--- src/hw/apb_watch_pkg.sv ---
// APB watch shared widths, register map and bus observation types
package apb_watch_pkg;

	////////////////////////////////////////////////////////////
	// Bus and register widths
	////////////////////////////////////////////////////////////

	// Observed APB segment
	localparam int ADDR_W = 32;
	localparam int DATA_W = 32;
	localparam int STRB_W = DATA_W / 8;

	// Configuration port
	localparam int CFG_AW = 5;
	localparam int CFG_DW = 32;

	// Stall counter, stall limit and longest stall
	localparam int STALL_W = 8;

	// One status bit per violation kind
	localparam int VIOL_N = 6;

	////////////////////////////////////////////////////////////
	// Register map
	////////////////////////////////////////////////////////////

	localparam logic [CFG_AW-1:0] REG_CTRL      = 'h00;
	localparam logic [CFG_AW-1:0] REG_STATUS    = 'h04;
	localparam logic [CFG_AW-1:0] REG_IRQ_MASK  = 'h08;
	localparam logic [CFG_AW-1:0] REG_XFER_CNT  = 'h0C;
	localparam logic [CFG_AW-1:0] REG_MAX_STALL = 'h10;

	// Field positions inside REG_CTRL
	localparam int CTRL_EN_BIT     = 0;
	localparam int CTRL_SLVERR_BIT = 1;
	localparam int CTRL_LIMIT_LSB  = 8;

	// Control values after reset
	localparam logic [STALL_W-1:0] CTRL_RST_LIMIT = 'd4;

	////////////////////////////////////////////////////////////
	// Types
	////////////////////////////////////////////////////////////

	// One sampled APB cycle, prdata is not part of it
	typedef struct packed {
		logic              psel;
		logic              penable;
		logic              pready;
		logic              pwrite;
		logic [ADDR_W-1:0] paddr;
		logic [DATA_W-1:0] pwdata;
		logic [STRB_W-1:0] pwstrb;
		logic [2:0]        pprot;
		logic              pslverr;
	} apb_beat_t;

	// Listed from bit 5 down to bit 0, so sel_drop is status bit 0
	typedef struct packed {
		logic slverr_bad;
		logic stall_over;
		logic payload_change;
		logic en_missing;
		logic en_in_setup;
		logic sel_drop;
	} apb_viol_t;

	// One-hot phase flags, all low on a malformed held cycle
	typedef struct packed {
		logic idle;
		logic setup;
		logic wait_st;
		logic done;
	} apb_phase_t;

	// Run-time control fields
	typedef struct packed {
		logic               enable;
		logic               slverr_ok;
		logic [STALL_W-1:0] max_stall;
	} watch_cfg_t;

endpackage

--- src/hw/apb_phase_tracker.sv ---
// APB phase tracker that keeps the last bus cycle and classifies the current one
`timescale 1ns/100ps

module apb_phase_tracker (
	input  logic                     PCLK,
	input  logic                     rst_n,
	input  apb_watch_pkg::apb_beat_t  beat,
	output apb_watch_pkg::apb_phase_t phase,
	output apb_watch_pkg::apb_beat_t  prev_beat,
	output logic                     xfer_done
);

	import apb_watch_pkg::*;

	// Last sampled bus cycle
	apb_beat_t prev_q;

	// Previous cycle ended a transfer
	logic prev_done;

	// Current cycle starts a new transfer
	logic starts;

	// Current cycle is a selected access phase
	logic in_access;

	////////////////////////////////////////////////////////////
	// Previous cycle register
	////////////////////////////////////////////////////////////

	// Cleared at reset so the first cycle sees no prior psel
	always_ff @(posedge PCLK or negedge rst_n)
	begin
		if (!rst_n)
		begin
			prev_q <= '0;
		end
		else
		begin
			prev_q <= beat;
		end
	end

	////////////////////////////////////////////////////////////
	// Classification
	////////////////////////////////////////////////////////////

	always_comb
	begin
		prev_done = prev_q.psel & prev_q.penable & prev_q.pready;

		// New select, or back to back after a completed access
		starts = beat.psel & (~prev_q.psel | prev_done);

		// Setup wins, so penable high in setup is not an access
		in_access = beat.psel & beat.penable & ~starts;

		phase.idle    = ~beat.psel;
		phase.setup   = starts;
		phase.wait_st = in_access & ~beat.pready;
		phase.done    = in_access & beat.pready;
	end

	// Previous beat goes on to the rule checker
	assign prev_beat = prev_q;

	// Completion pulse for the transfer counter
	assign xfer_done = phase.done;

endmodule

--- src/hw/apb_rule_checker.sv ---
// APB rule checker raising one pulse per broken protocol rule on the offending cycle
`timescale 1ns/100ps

module apb_rule_checker (
	input  apb_watch_pkg::apb_beat_t  beat,
	input  apb_watch_pkg::apb_beat_t  prev_beat,
	input  apb_watch_pkg::apb_phase_t phase,
	input  apb_watch_pkg::watch_cfg_t cfg,
	output apb_watch_pkg::apb_viol_t  viol
);

	import apb_watch_pkg::*;

	// Previous cycle completed an access
	logic prev_done;

	// Previous cycle left a transfer open, that is setup or wait
	logic prev_open;

	// Previous cycle looked like a setup phase
	logic prev_setup;

	// Held control fields moved
	logic ctrl_moved;

	// Held write payload moved
	logic data_moved;

	////////////////////////////////////////////////////////////
	// Previous cycle state
	////////////////////////////////////////////////////////////

	always_comb
	begin
		prev_done  = prev_beat.psel & prev_beat.penable & prev_beat.pready;
		prev_open  = prev_beat.psel & ~prev_done;

		// Open and without penable means the access phase is still due
		prev_setup = prev_beat.psel & ~prev_beat.penable;
	end

	////////////////////////////////////////////////////////////
	// Payload stability
	////////////////////////////////////////////////////////////

	always_comb
	begin
		ctrl_moved = (beat.paddr != prev_beat.paddr)
			| (beat.pwrite != prev_beat.pwrite)
			| (beat.pprot != prev_beat.pprot);

		// Write data and strobes only matter on a write
		data_moved = prev_beat.pwrite
			& ((beat.pwdata != prev_beat.pwdata)
			| (beat.pwstrb != prev_beat.pwstrb));
	end

	////////////////////////////////////////////////////////////
	// Rule pulses
	////////////////////////////////////////////////////////////

	always_comb
	begin
		// Deselect before the slave answered
		viol.sel_drop = prev_open & ~beat.psel;

		// Setup must come with penable low
		viol.en_in_setup = phase.setup & beat.penable;

		// Access phase must follow setup while the slave stays selected
		viol.en_missing = prev_setup & beat.psel & ~beat.penable;

		// A deselect is reported as sel_drop only
		viol.payload_change = prev_open & beat.psel & (ctrl_moved | data_moved);

		// The stall timer owns this bit
		viol.stall_over = 1'b0;

		// Error allowed only on a completing access, and only if enabled
		viol.slverr_bad = beat.pslverr & (~phase.done | ~cfg.slverr_ok);
	end

endmodule

--- src/hw/apb_stall_timer.sv ---
// APB stall timer counting wait states and tracking the longest stall
`timescale 1ns/100ps

module apb_stall_timer (
	input  logic                                 PCLK,
	input  logic                                 rst_n,
	input  apb_watch_pkg::apb_phase_t            phase,
	input  apb_watch_pkg::watch_cfg_t            cfg,
	output logic                                 stall_over,
	output logic [apb_watch_pkg::STALL_W-1:0]    max_seen
);

	import apb_watch_pkg::*;

	// Wait states counted before this cycle
	logic [STALL_W-1:0] count_q;

	// Count including this cycle, saturating
	logic [STALL_W-1:0] run;

	// Longest run seen
	logic [STALL_W-1:0] max_q;

	always_comb
	begin
		if (!phase.wait_st)
			run = '0;
		else if (count_q == '1)
			run = count_q;
		else
			run = count_q + 1'b1;

		// A limit of zero turns the check off
		stall_over = phase.wait_st & (cfg.max_stall != '0) & (run > cfg.max_stall);
	end

	always_ff @(posedge PCLK or negedge rst_n)
	begin
		if (!rst_n)
		begin
			count_q <= '0;
			max_q   <= '0;
		end
		else
		begin
			count_q <= run;
			// Record only while monitoring is on
			if (cfg.enable && phase.wait_st && (run > max_q))
				max_q <= run;
		end
	end

	assign max_seen = max_q;

endmodule

--- src/hw/apb_watch_regs.sv ---
// APB watch register block with control, sticky status, mask, counters and interrupt
`timescale 1ns/100ps

module apb_watch_regs (
	input  logic                               PCLK,
	input  logic                               rst_n,
	input  logic                               cfg_wr,
	input  logic                               cfg_rd,
	input  logic [apb_watch_pkg::CFG_AW-1:0]   cfg_addr,
	input  logic [apb_watch_pkg::CFG_DW-1:0]   cfg_wdata,
	output logic [apb_watch_pkg::CFG_DW-1:0]   cfg_rdata,
	output apb_watch_pkg::watch_cfg_t          cfg,
	input  apb_watch_pkg::apb_viol_t           viol,
	input  logic                               xfer_done,
	input  logic [apb_watch_pkg::STALL_W-1:0]  max_seen,
	output logic                               irq
);

	import apb_watch_pkg::*;

	// Register state
	watch_cfg_t         cfg_q;
	logic [VIOL_N-1:0]  status_q;
	logic [VIOL_N-1:0]  mask_q;
	logic [CFG_DW-1:0]  xfer_cnt_q;
	logic               irq_q;
	logic [CFG_DW-1:0]  rdata_q;

	// Write decode
	logic wr_ctrl;
	logic wr_status;
	logic wr_mask;

	// Status update terms
	logic [VIOL_N-1:0] viol_set;
	logic [VIOL_N-1:0] w1c;

	// Read mux output
	logic [CFG_DW-1:0] rd_word;

	////////////////////////////////////////////////////////////
	// Decode
	////////////////////////////////////////////////////////////

	always_comb
	begin
		wr_ctrl   = cfg_wr & (cfg_addr == REG_CTRL);
		wr_status = cfg_wr & (cfg_addr == REG_STATUS);
		wr_mask   = cfg_wr & (cfg_addr == REG_IRQ_MASK);

		// New violations count only while monitoring is on
		viol_set = cfg_q.enable ? VIOL_N'(viol) : '0;
		w1c      = wr_status ? cfg_wdata[VIOL_N-1:0] : '0;
	end

	////////////////////////////////////////////////////////////
	// Control, status, mask and counter
	////////////////////////////////////////////////////////////

	always_ff @(posedge PCLK or negedge rst_n)
	begin
		if (!rst_n)
		begin
			cfg_q.enable    <= 1'b1;
			cfg_q.slverr_ok <= 1'b1;
			cfg_q.max_stall <= CTRL_RST_LIMIT;
			status_q        <= '0;
			mask_q          <= '0;
			xfer_cnt_q      <= '0;
			irq_q           <= 1'b0;
		end
		else
		begin
			if (wr_ctrl)
			begin
				cfg_q.enable    <= cfg_wdata[CTRL_EN_BIT];
				cfg_q.slverr_ok <= cfg_wdata[CTRL_SLVERR_BIT];
				cfg_q.max_stall <= cfg_wdata[CTRL_LIMIT_LSB +: STALL_W];
			end
			if (wr_mask)
				mask_q <= cfg_wdata[VIOL_N-1:0];

			// Clear first, a violation in the same cycle still sets
			status_q <= (status_q & ~w1c) | viol_set;

			// Wraps at the full counter width
			if (cfg_q.enable && xfer_done)
				xfer_cnt_q <= xfer_cnt_q + 1'b1;

			// One cycle behind the masked status
			irq_q <= |(status_q & mask_q);
		end
	end

	////////////////////////////////////////////////////////////
	// Read mux
	////////////////////////////////////////////////////////////

	always_comb
	begin
		rd_word = '0;
		case (cfg_addr)
			REG_CTRL:
			begin
				rd_word[CTRL_EN_BIT]                 = cfg_q.enable;
				rd_word[CTRL_SLVERR_BIT]             = cfg_q.slverr_ok;
				rd_word[CTRL_LIMIT_LSB +: STALL_W]   = cfg_q.max_stall;
			end
			REG_STATUS:    rd_word[VIOL_N-1:0]  = status_q;
			REG_IRQ_MASK:  rd_word[VIOL_N-1:0]  = mask_q;
			REG_XFER_CNT:  rd_word              = xfer_cnt_q;
			REG_MAX_STALL: rd_word[STALL_W-1:0] = max_seen;
			// Unmapped offsets read as zero
			default:       rd_word = '0;
		endcase
	end

	// Read data holds until the next read strobe
	always_ff @(posedge PCLK or negedge rst_n)
	begin
		if (!rst_n)
			rdata_q <= '0;
		else if (cfg_rd)
			rdata_q <= rd_word;
	end

	assign cfg       = cfg_q;
	assign cfg_rdata = rdata_q;
	assign irq       = irq_q;

endmodule

--- src/hw/apb_watch_top.sv ---
// APB watch top level joining phase tracker, rule checker, stall timer and registers
`timescale 1ns/100ps

module apb_watch_top (
	input  logic                               PCLK,
	input  logic                               rst_n,
	// Observed APB segment, inputs only
	input  logic                               psel,
	input  logic                               penable,
	input  logic                               pready,
	input  logic                               pwrite,
	input  logic [apb_watch_pkg::ADDR_W-1:0]   paddr,
	input  logic [apb_watch_pkg::DATA_W-1:0]   pwdata,
	input  logic [apb_watch_pkg::DATA_W-1:0]   prdata,
	input  logic [apb_watch_pkg::STRB_W-1:0]   pwstrb,
	input  logic [2:0]                         pprot,
	input  logic                               pslverr,
	// Configuration port
	input  logic                               cfg_wr,
	input  logic                               cfg_rd,
	input  logic [apb_watch_pkg::CFG_AW-1:0]   cfg_addr,
	input  logic [apb_watch_pkg::CFG_DW-1:0]   cfg_wdata,
	output logic [apb_watch_pkg::CFG_DW-1:0]   cfg_rdata,
	output logic                               irq
);

	import apb_watch_pkg::*;

	apb_beat_t          beat;
	apb_beat_t          prev_beat;
	apb_phase_t         phase;
	watch_cfg_t         cfg;
	apb_viol_t          viol_chk;
	apb_viol_t          viol;
	logic               xfer_done;
	logic               stall_over;
	logic [STALL_W-1:0] max_seen;

	// Pack the bus, prdata is taken in for a full port but never checked
	always_comb
	begin
		beat.psel    = psel;
		beat.penable = penable;
		beat.pready  = pready;
		beat.pwrite  = pwrite;
		beat.paddr   = paddr;
		beat.pwdata  = pwdata;
		beat.pwstrb  = pwstrb;
		beat.pprot   = pprot;
		beat.pslverr = pslverr;
	end

	// Checker bits plus the stall flag from the timer
	always_comb
	begin
		viol            = viol_chk;
		viol.stall_over = stall_over;
	end

	apb_phase_tracker u_tracker (
		.PCLK      (PCLK),
		.rst_n     (rst_n),
		.beat      (beat),
		.phase     (phase),
		.prev_beat (prev_beat),
		.xfer_done (xfer_done)
	);

	apb_rule_checker u_checker (
		.beat      (beat),
		.prev_beat (prev_beat),
		.phase     (phase),
		.cfg       (cfg),
		.viol      (viol_chk)
	);

	apb_stall_timer u_timer (
		.PCLK       (PCLK),
		.rst_n      (rst_n),
		.phase      (phase),
		.cfg        (cfg),
		.stall_over (stall_over),
		.max_seen   (max_seen)
	);

	apb_watch_regs u_regs (
		.PCLK      (PCLK),
		.rst_n     (rst_n),
		.cfg_wr    (cfg_wr),
		.cfg_rd    (cfg_rd),
		.cfg_addr  (cfg_addr),
		.cfg_wdata (cfg_wdata),
		.cfg_rdata (cfg_rdata),
		.cfg       (cfg),
		.viol      (viol),
		.xfer_done (xfer_done),
		.max_seen  (max_seen),
		.irq       (irq)
	);

endmodule

--- config.mk ---
export PLATFORM = sky130hd
export DESIGN_NAME = apb_watch_top
export DESIGN_NICKNAME = d
export VERILOG_FILES = /design/src/hw/apb_watch_pkg.sv /design/src/hw/apb_phase_tracker.sv /design/src/hw/apb_rule_checker.sv /design/src/hw/apb_stall_timer.sv /design/src/hw/apb_watch_regs.sv /design/src/hw/apb_watch_top.sv
export SDC_FILE = /design/constraint.sdc
export NUM_CORES = 1
export LEC_CHECK = 0
export ABC_AREA = 1
export BUFFER_PORTS_ARGS = -buffer_cell sky130_fd_sc_hd__buf_2
export CAP_MARGIN = 5
export CORE_AREA = 4 4 161 116
export DETAILED_ROUTE_END_ITERATION = 10
export DIE_AREA = 0 0 165 120
export PLACE_DENSITY_LB_ADDON = 0.15
export SETUP_SLACK_MARGIN = 0.4
export SKIP_LAST_GASP = 1
export SYNTH_ARGS = -nofsm -noshare
export SYNTH_HDL_FRONTEND = slang
export SYNTH_HIERARCHICAL = 1
export SYNTH_SLANG_ARGS = --single-unit
export TNS_END_PERCENT = 1
--- constraint.sdc ---
create_clock -name PCLK -period 2.8 [get_ports PCLK]
set_input_delay 0.42 -clock PCLK [delete_from_list [all_inputs] [get_ports PCLK]]
set_output_delay 0.42 -clock PCLK [all_outputs]
set_load 0.05 [all_outputs]
# Word level (Yosys, flattened, before mapping)
# Index checks and enable logic that the tools add are counted.
# word_totals
output_inout_bits	33
in_bits	149
wordCells	88
reg_bits	178
# classes
n_addsub	2
reduce_logical	6
n_mux	9
n_eq_ne	10
n_bitwise	41
order_cmp	2
# op_table
op	count
!= test 32 bit	2
adder 32 x 1 -> 32 bit, second input constant	1
AND 1 bit	22
> comparator 8 bit	2
two-way mux 16 bit	1
two-way mux 8 bit	2
case mux 4 bit (4 select lines)	1
case mux 8 bit (2 select lines)	1
AND 6 bit	2
two-way mux 6 bit	2
equality test 5 x 4 -> 1 bit, second input constant	2
case mux 2 bit (5 select lines)	1
NOT 1 bit	9
adder 8 x 1 -> 8 bit, second input constant	1
equality test 8 bit, second input constant	1
nonzero test 8 bit	1
NOT 6 bit	1
OR 1 bit	6
OR 6 bit	1
OR reduction 6 bit	1
equality test 5 x 3 -> 1 bit, second input constant	1
equality test 5 bit, second input constant	1
zero test 5 bit	1
!= test 4 bit	1
4 further kinds	6

# Logic depth before layout (Yosys ltp)
# depth
depth_word	12
depth_mapped	19
mapped_depth_nobuf	19

# Hierarchy
# Netlist, hierarchy kept.
# modules_own_cells
mod	area_each_um2	instances	cells_per_inst
apb_watch_regs	4286.6	1	520
apb_phase_tracker	1953.1	1	86
apb_stall_timer	1244.9	1	175
apb_rule_checker	997.2	1	171

# Worst setup path before layout
# No wires, ideal clock.
# synth_path
path_type	flip-flop to flip-flop
startpoint	reg u_timer.count_q[0]
endpoint	reg u_timer.max_q[7], in the netlist u_timer/max_seen[7]
path_stages_with_launch	17
n_path_buf	0
arrival_time_ns	1.937
t_required_ns	2.682
synth_period_minus_slack_ns	2.054
path_slack_ns	0.746
path_cell_list	dfrtp_1 > ha_1 > nand2_1 > nor2_2 > nand2_4 > a21oi_1 > nor2_2 > ha_1 > nand2_1 > inv_1 > nand2_1 > nand2_1 > nand2_1 > nand2_1 > nand2_2 > nand2_1 > nand2_1
# synth_between
elab_chain_len	5
elab_cells_between_ends	6
classes_between	add/sub: 1; order compare: 1; eq/ne: 1; mux: 2; reduce/logical: 1
# synth_rtl
element	line	rtl
start: declaration	apb_stall_timer.sv:16	logic [STALL_W-1:0] count_q;
start signal: assignment	apb_stall_timer.sv:46	count_q <= run;
adder 8 x 1 -> 8 bit or equality test 8 bit (tied branches)	apb_stall_timer.sv:31, apb_stall_timer.sv:28	
two-way mux 8 bit *	apb_stall_timer.sv:28	else if (count_q == '1)
two-way mux 8 bit *	apb_stall_timer.sv:26	if (!phase.wait_st)
net u_timer.run[3]	apb_stall_timer.sv:19	logic [STALL_W-1:0] run;
> comparator 8 bit *	apb_stall_timer.sv:48	if (cfg.enable && phase.wait_st && (run > max_q))
logical AND 1 bit *	apb_stall_timer.sv:48	
end signal: assignment	apb_stall_timer.sv:49	max_q <= run;
end: declaration	apb_stall_timer.sv:22	logic [STALL_W-1:0] max_q;
# Mark *: on every way through the listed nets, which the timed path passes. The rest lies on a longest branch.
# A chain may end at the register's enable or synchronous reset.

==> results.md <==
- Reg-to-reg slack, setup: 470 ps
- Worst-Margin Slew: 617.0 ps
- FP Rows: 40
- Core ar.: 17,070 µm²
- Gr usage total: between 10% and 20%
- Worst setup path class: flip-flop to flip-flop
- CP delay by family, top: simple AND/OR/NAND/NOR gates
- Clock root buffer: clkbuf_16
- Final hold vios: 0
- Register area: approximately 4500 µm²
- Crit path buf inv count: 3
- Cell area after placement: ~9400 µm²
- Synth Instances: about 950
- DRT antenna net count: 0
- Syn Area/Cell: roughly 9 µm²
- Final worst setup slack: roughly 470 ps
- Ports: roughly 180
- WL final: roughly 19,000 µm
- Post-route minimum period: about 2300 ps
- Worst path max stage delay: approximately 390 ps
- IO buf count: 131
- Relative slew slack: approximately three fifths
- Worst-path clk slew: ~70 ps
- Multi-input gate area: approximately 3600 µm²
- Filler Cell Count: roughly 1,500
- Endpoint, Worst Hold: u_tracker/prev_beat[30]$_DFF_PN0_
- TritonCTS clock tree: built
- Setup violators final: 0
- Setup TNS: 0 ps
- Grt total ovfl: 0
- RSZ-0062 raised after global routing: true
- HPWL Detailed: ~14,000 µm
- DR iter-0 viols: 417
- Worst reg2reg path endpoint: u_timer/max_seen[0]$_DFFE_PN0P_
- Layout cells sized above 1: ~22%
- Final non-filler cell total: about 1,300
- Status: complete, no violations
- Routed len/inst: between 10 and 15 µm
- CP Capture Type: flip-flop
- CTS H-tree lvls: 4
- Cell area after layout: a little over 10,000 µm²
- Crit Reg-Reg Startpoint: u_tracker/prev_beat[74]$_DFF_PN0_
- Max Root-Sink Buffers: 2
- CP Data Arrival Time: between 2000 and 3000 ps
- Die ar.: about 20,000 µm²
- P per Cell Area: about 590 nW/µm²
- Final Max Tran Viols: 0
- Area growth, synth to finish: 21.29%
- Peak VDD IR: 0.3738 mV
- Initial DRT Pass Iterations: 5
- CP Launch Type: flip-flop
- Pre-CTS WS: 344.2 ps
- Crit-path max FO: 8
- GPL Wtd Cong: about 0.84
- Inst Count DP: ~1,300
- Via count: roughly 6,500
- DRC: 0
- First-pass GRT wire length: between 30,000 and 40,000 µm
- Worst Hold Class: input pin to flip-flop
- Mapped Nets: 1,116
- TritonCTS Buffers: 17
- Critical Path RT: between 3000 and 4000 ps
- Clock sink count: ~180
- Hold Path Depth: 1
- Worst Hold Slack: approximately 110 ps
- Most frequent CP cell: nand2_1
- Slowest-stage cell, CP: dfrtp_1
- Reg2reg path depth: 16
- Part of the cycle the worst path needs: just over 80%
- Clock Latency Late Sink: approximately 430 ps
- # Max-Cap Violations: 0
- Via density: about 5
- P_leak: 5.117 nW
- Hold_sp: pwdata[22]
- Synth warnings: 6
- Die Ht: approximately 120 µm
- Maximum clock frequency: 429.9 MHz
- Post-Syn Area: roughly 8400 µm²
- Initial antenna violation count: 1
- Clock skew: between 7 and 8 ps
- CP Cell Sequence: nand2_2, nand2_4, nor3_4, buf_6, buf_12, nand2_1, nor2_2, ha_1, nand2_1, nor2_1, nand2_1, nand3_2, inv_2, nand2_4, nand2_1, nand2_1
- Starting Density: 49.49%
- Largest net degree at the start of global routing: 62
- Final nets: around 1,300
- Die X: between 150 and 200 µm
- Vias in the first global route: roughly 6,300
==> flip-flops by register name, summed over array words and instances, names as in the netlist <==
signal	cells
u_regs/irq	1
u_regs/xfer_cnt_q	32
u_regs/cfg_rdata	32
u_timer/max_seen	8
u_regs/status_q	6
u_regs/cfg	10
u_tracker/prev_beat	75
u_regs/mask_q	6
u_timer/count_q	8
==> layout by cell type (no fill, tap or decap), types with 2 or more instances in the layout <==
cell / instances
a21o_1: 2
a21oi_1: 24
a21oi_4: 2
a31oi_1: 2
buf_12: 3
buf_2: 130
buf_4: 13
buf_6: 3
bufinv_16: 2
clkbuf_16: 17
dfrtp_1: 174
dfstp_2: 3
ha_1: 14
ha_4: 4
inv_1: 99
inv_2: 5
inv_6: 5
inv_8: 4
nand2_1: 256
nand2_2: 11
nand2_4: 6
nand3_1: 39
nand3_2: 3
nand4_1: 34
nor2_1: 74
nor2_2: 10
nor2_4: 13
nor3_1: 8
o21ai_0: 29
o21ai_1: 8
o31ai_1: 11
or2_0: 2
xnor2_1: 48
xor2_1: 37
==> worst max path at each step <==
stage / start / depth (start not counted) / end
floorplan: u_timer/count_q[0]$_DFF_PN0_ / 16 / u_timer/max_seen[7]$_DFFE_PN0P_
global placement: psel / 16 / u_timer/max_seen[2]$_DFFE_PN0P_
detailed placement: u_timer/count_q[0]$_DFF_PN0_ / 17 / u_timer/max_seen[3]$_DFFE_PN0P_
CTS: u_timer/count_q[0]$_DFF_PN0_ / 15 / u_timer/max_seen[3]$_DFFE_PN0P_
global route: u_tracker/prev_beat[73]$_DFF_PN0_ / 16 / u_timer/max_seen[0]$_DFFE_PN0P_
finish: u_tracker/prev_beat[74]$_DFF_PN0_ / 16 / u_timer/max_seen[0]$_DFFE_PN0P_
==> worst reg2reg max path: cells and delay by family (launching register included) <==
family	cells	cell delay [ps]
adders and majority gates	1	280
and+or+nand+nor	12	1160
DFF	1	390
buffers and inverters	3	400
==> where the power goes <==
group,internal (W),switching (W),leakage (nW)
clock,0.00136,0.00109,0.297
sequential,0.00275,0.000138,2.19
combinational,0.000270,0.000463,2.63
==> cell type report <==
class	count	area share [%]
multi-input cells	647	35.53
clock inverters	14	1.771
diodes	1	0.02443
clock buffers	18	4.190
well taps	231	2.822
inverters	104	3.811
flip-flops and latches	178	43.53
repair buffers	150	8.318
==> layer usage <==
layer	global-route usage [%]	part of all wire, %
met4	5.351	1.1
met5	0	0
met2	27.52	41
met3	6.248	7.5
met1	29.90	50
==> through the flow <==
step	power, W	util [%]
after global placement	0.003634	54.89
after floorplan	0.003362	-
after CTS	0.006136	58.63
after global routing	0.006381	60.02
after detailed placement	0.003648	54.89
final	0.006080	60.02
==> timing repair <==
item	4_1_cts	5_1_grt
hold buffers	1	0
pin swaps	0	11
setup endpoints to repair	9	9
buffers inserted	0	9
gates resized for setup	4	30
endpoints found under the hold margin	53	0
cloned	0	1
(Power assumes the default switching activity.)
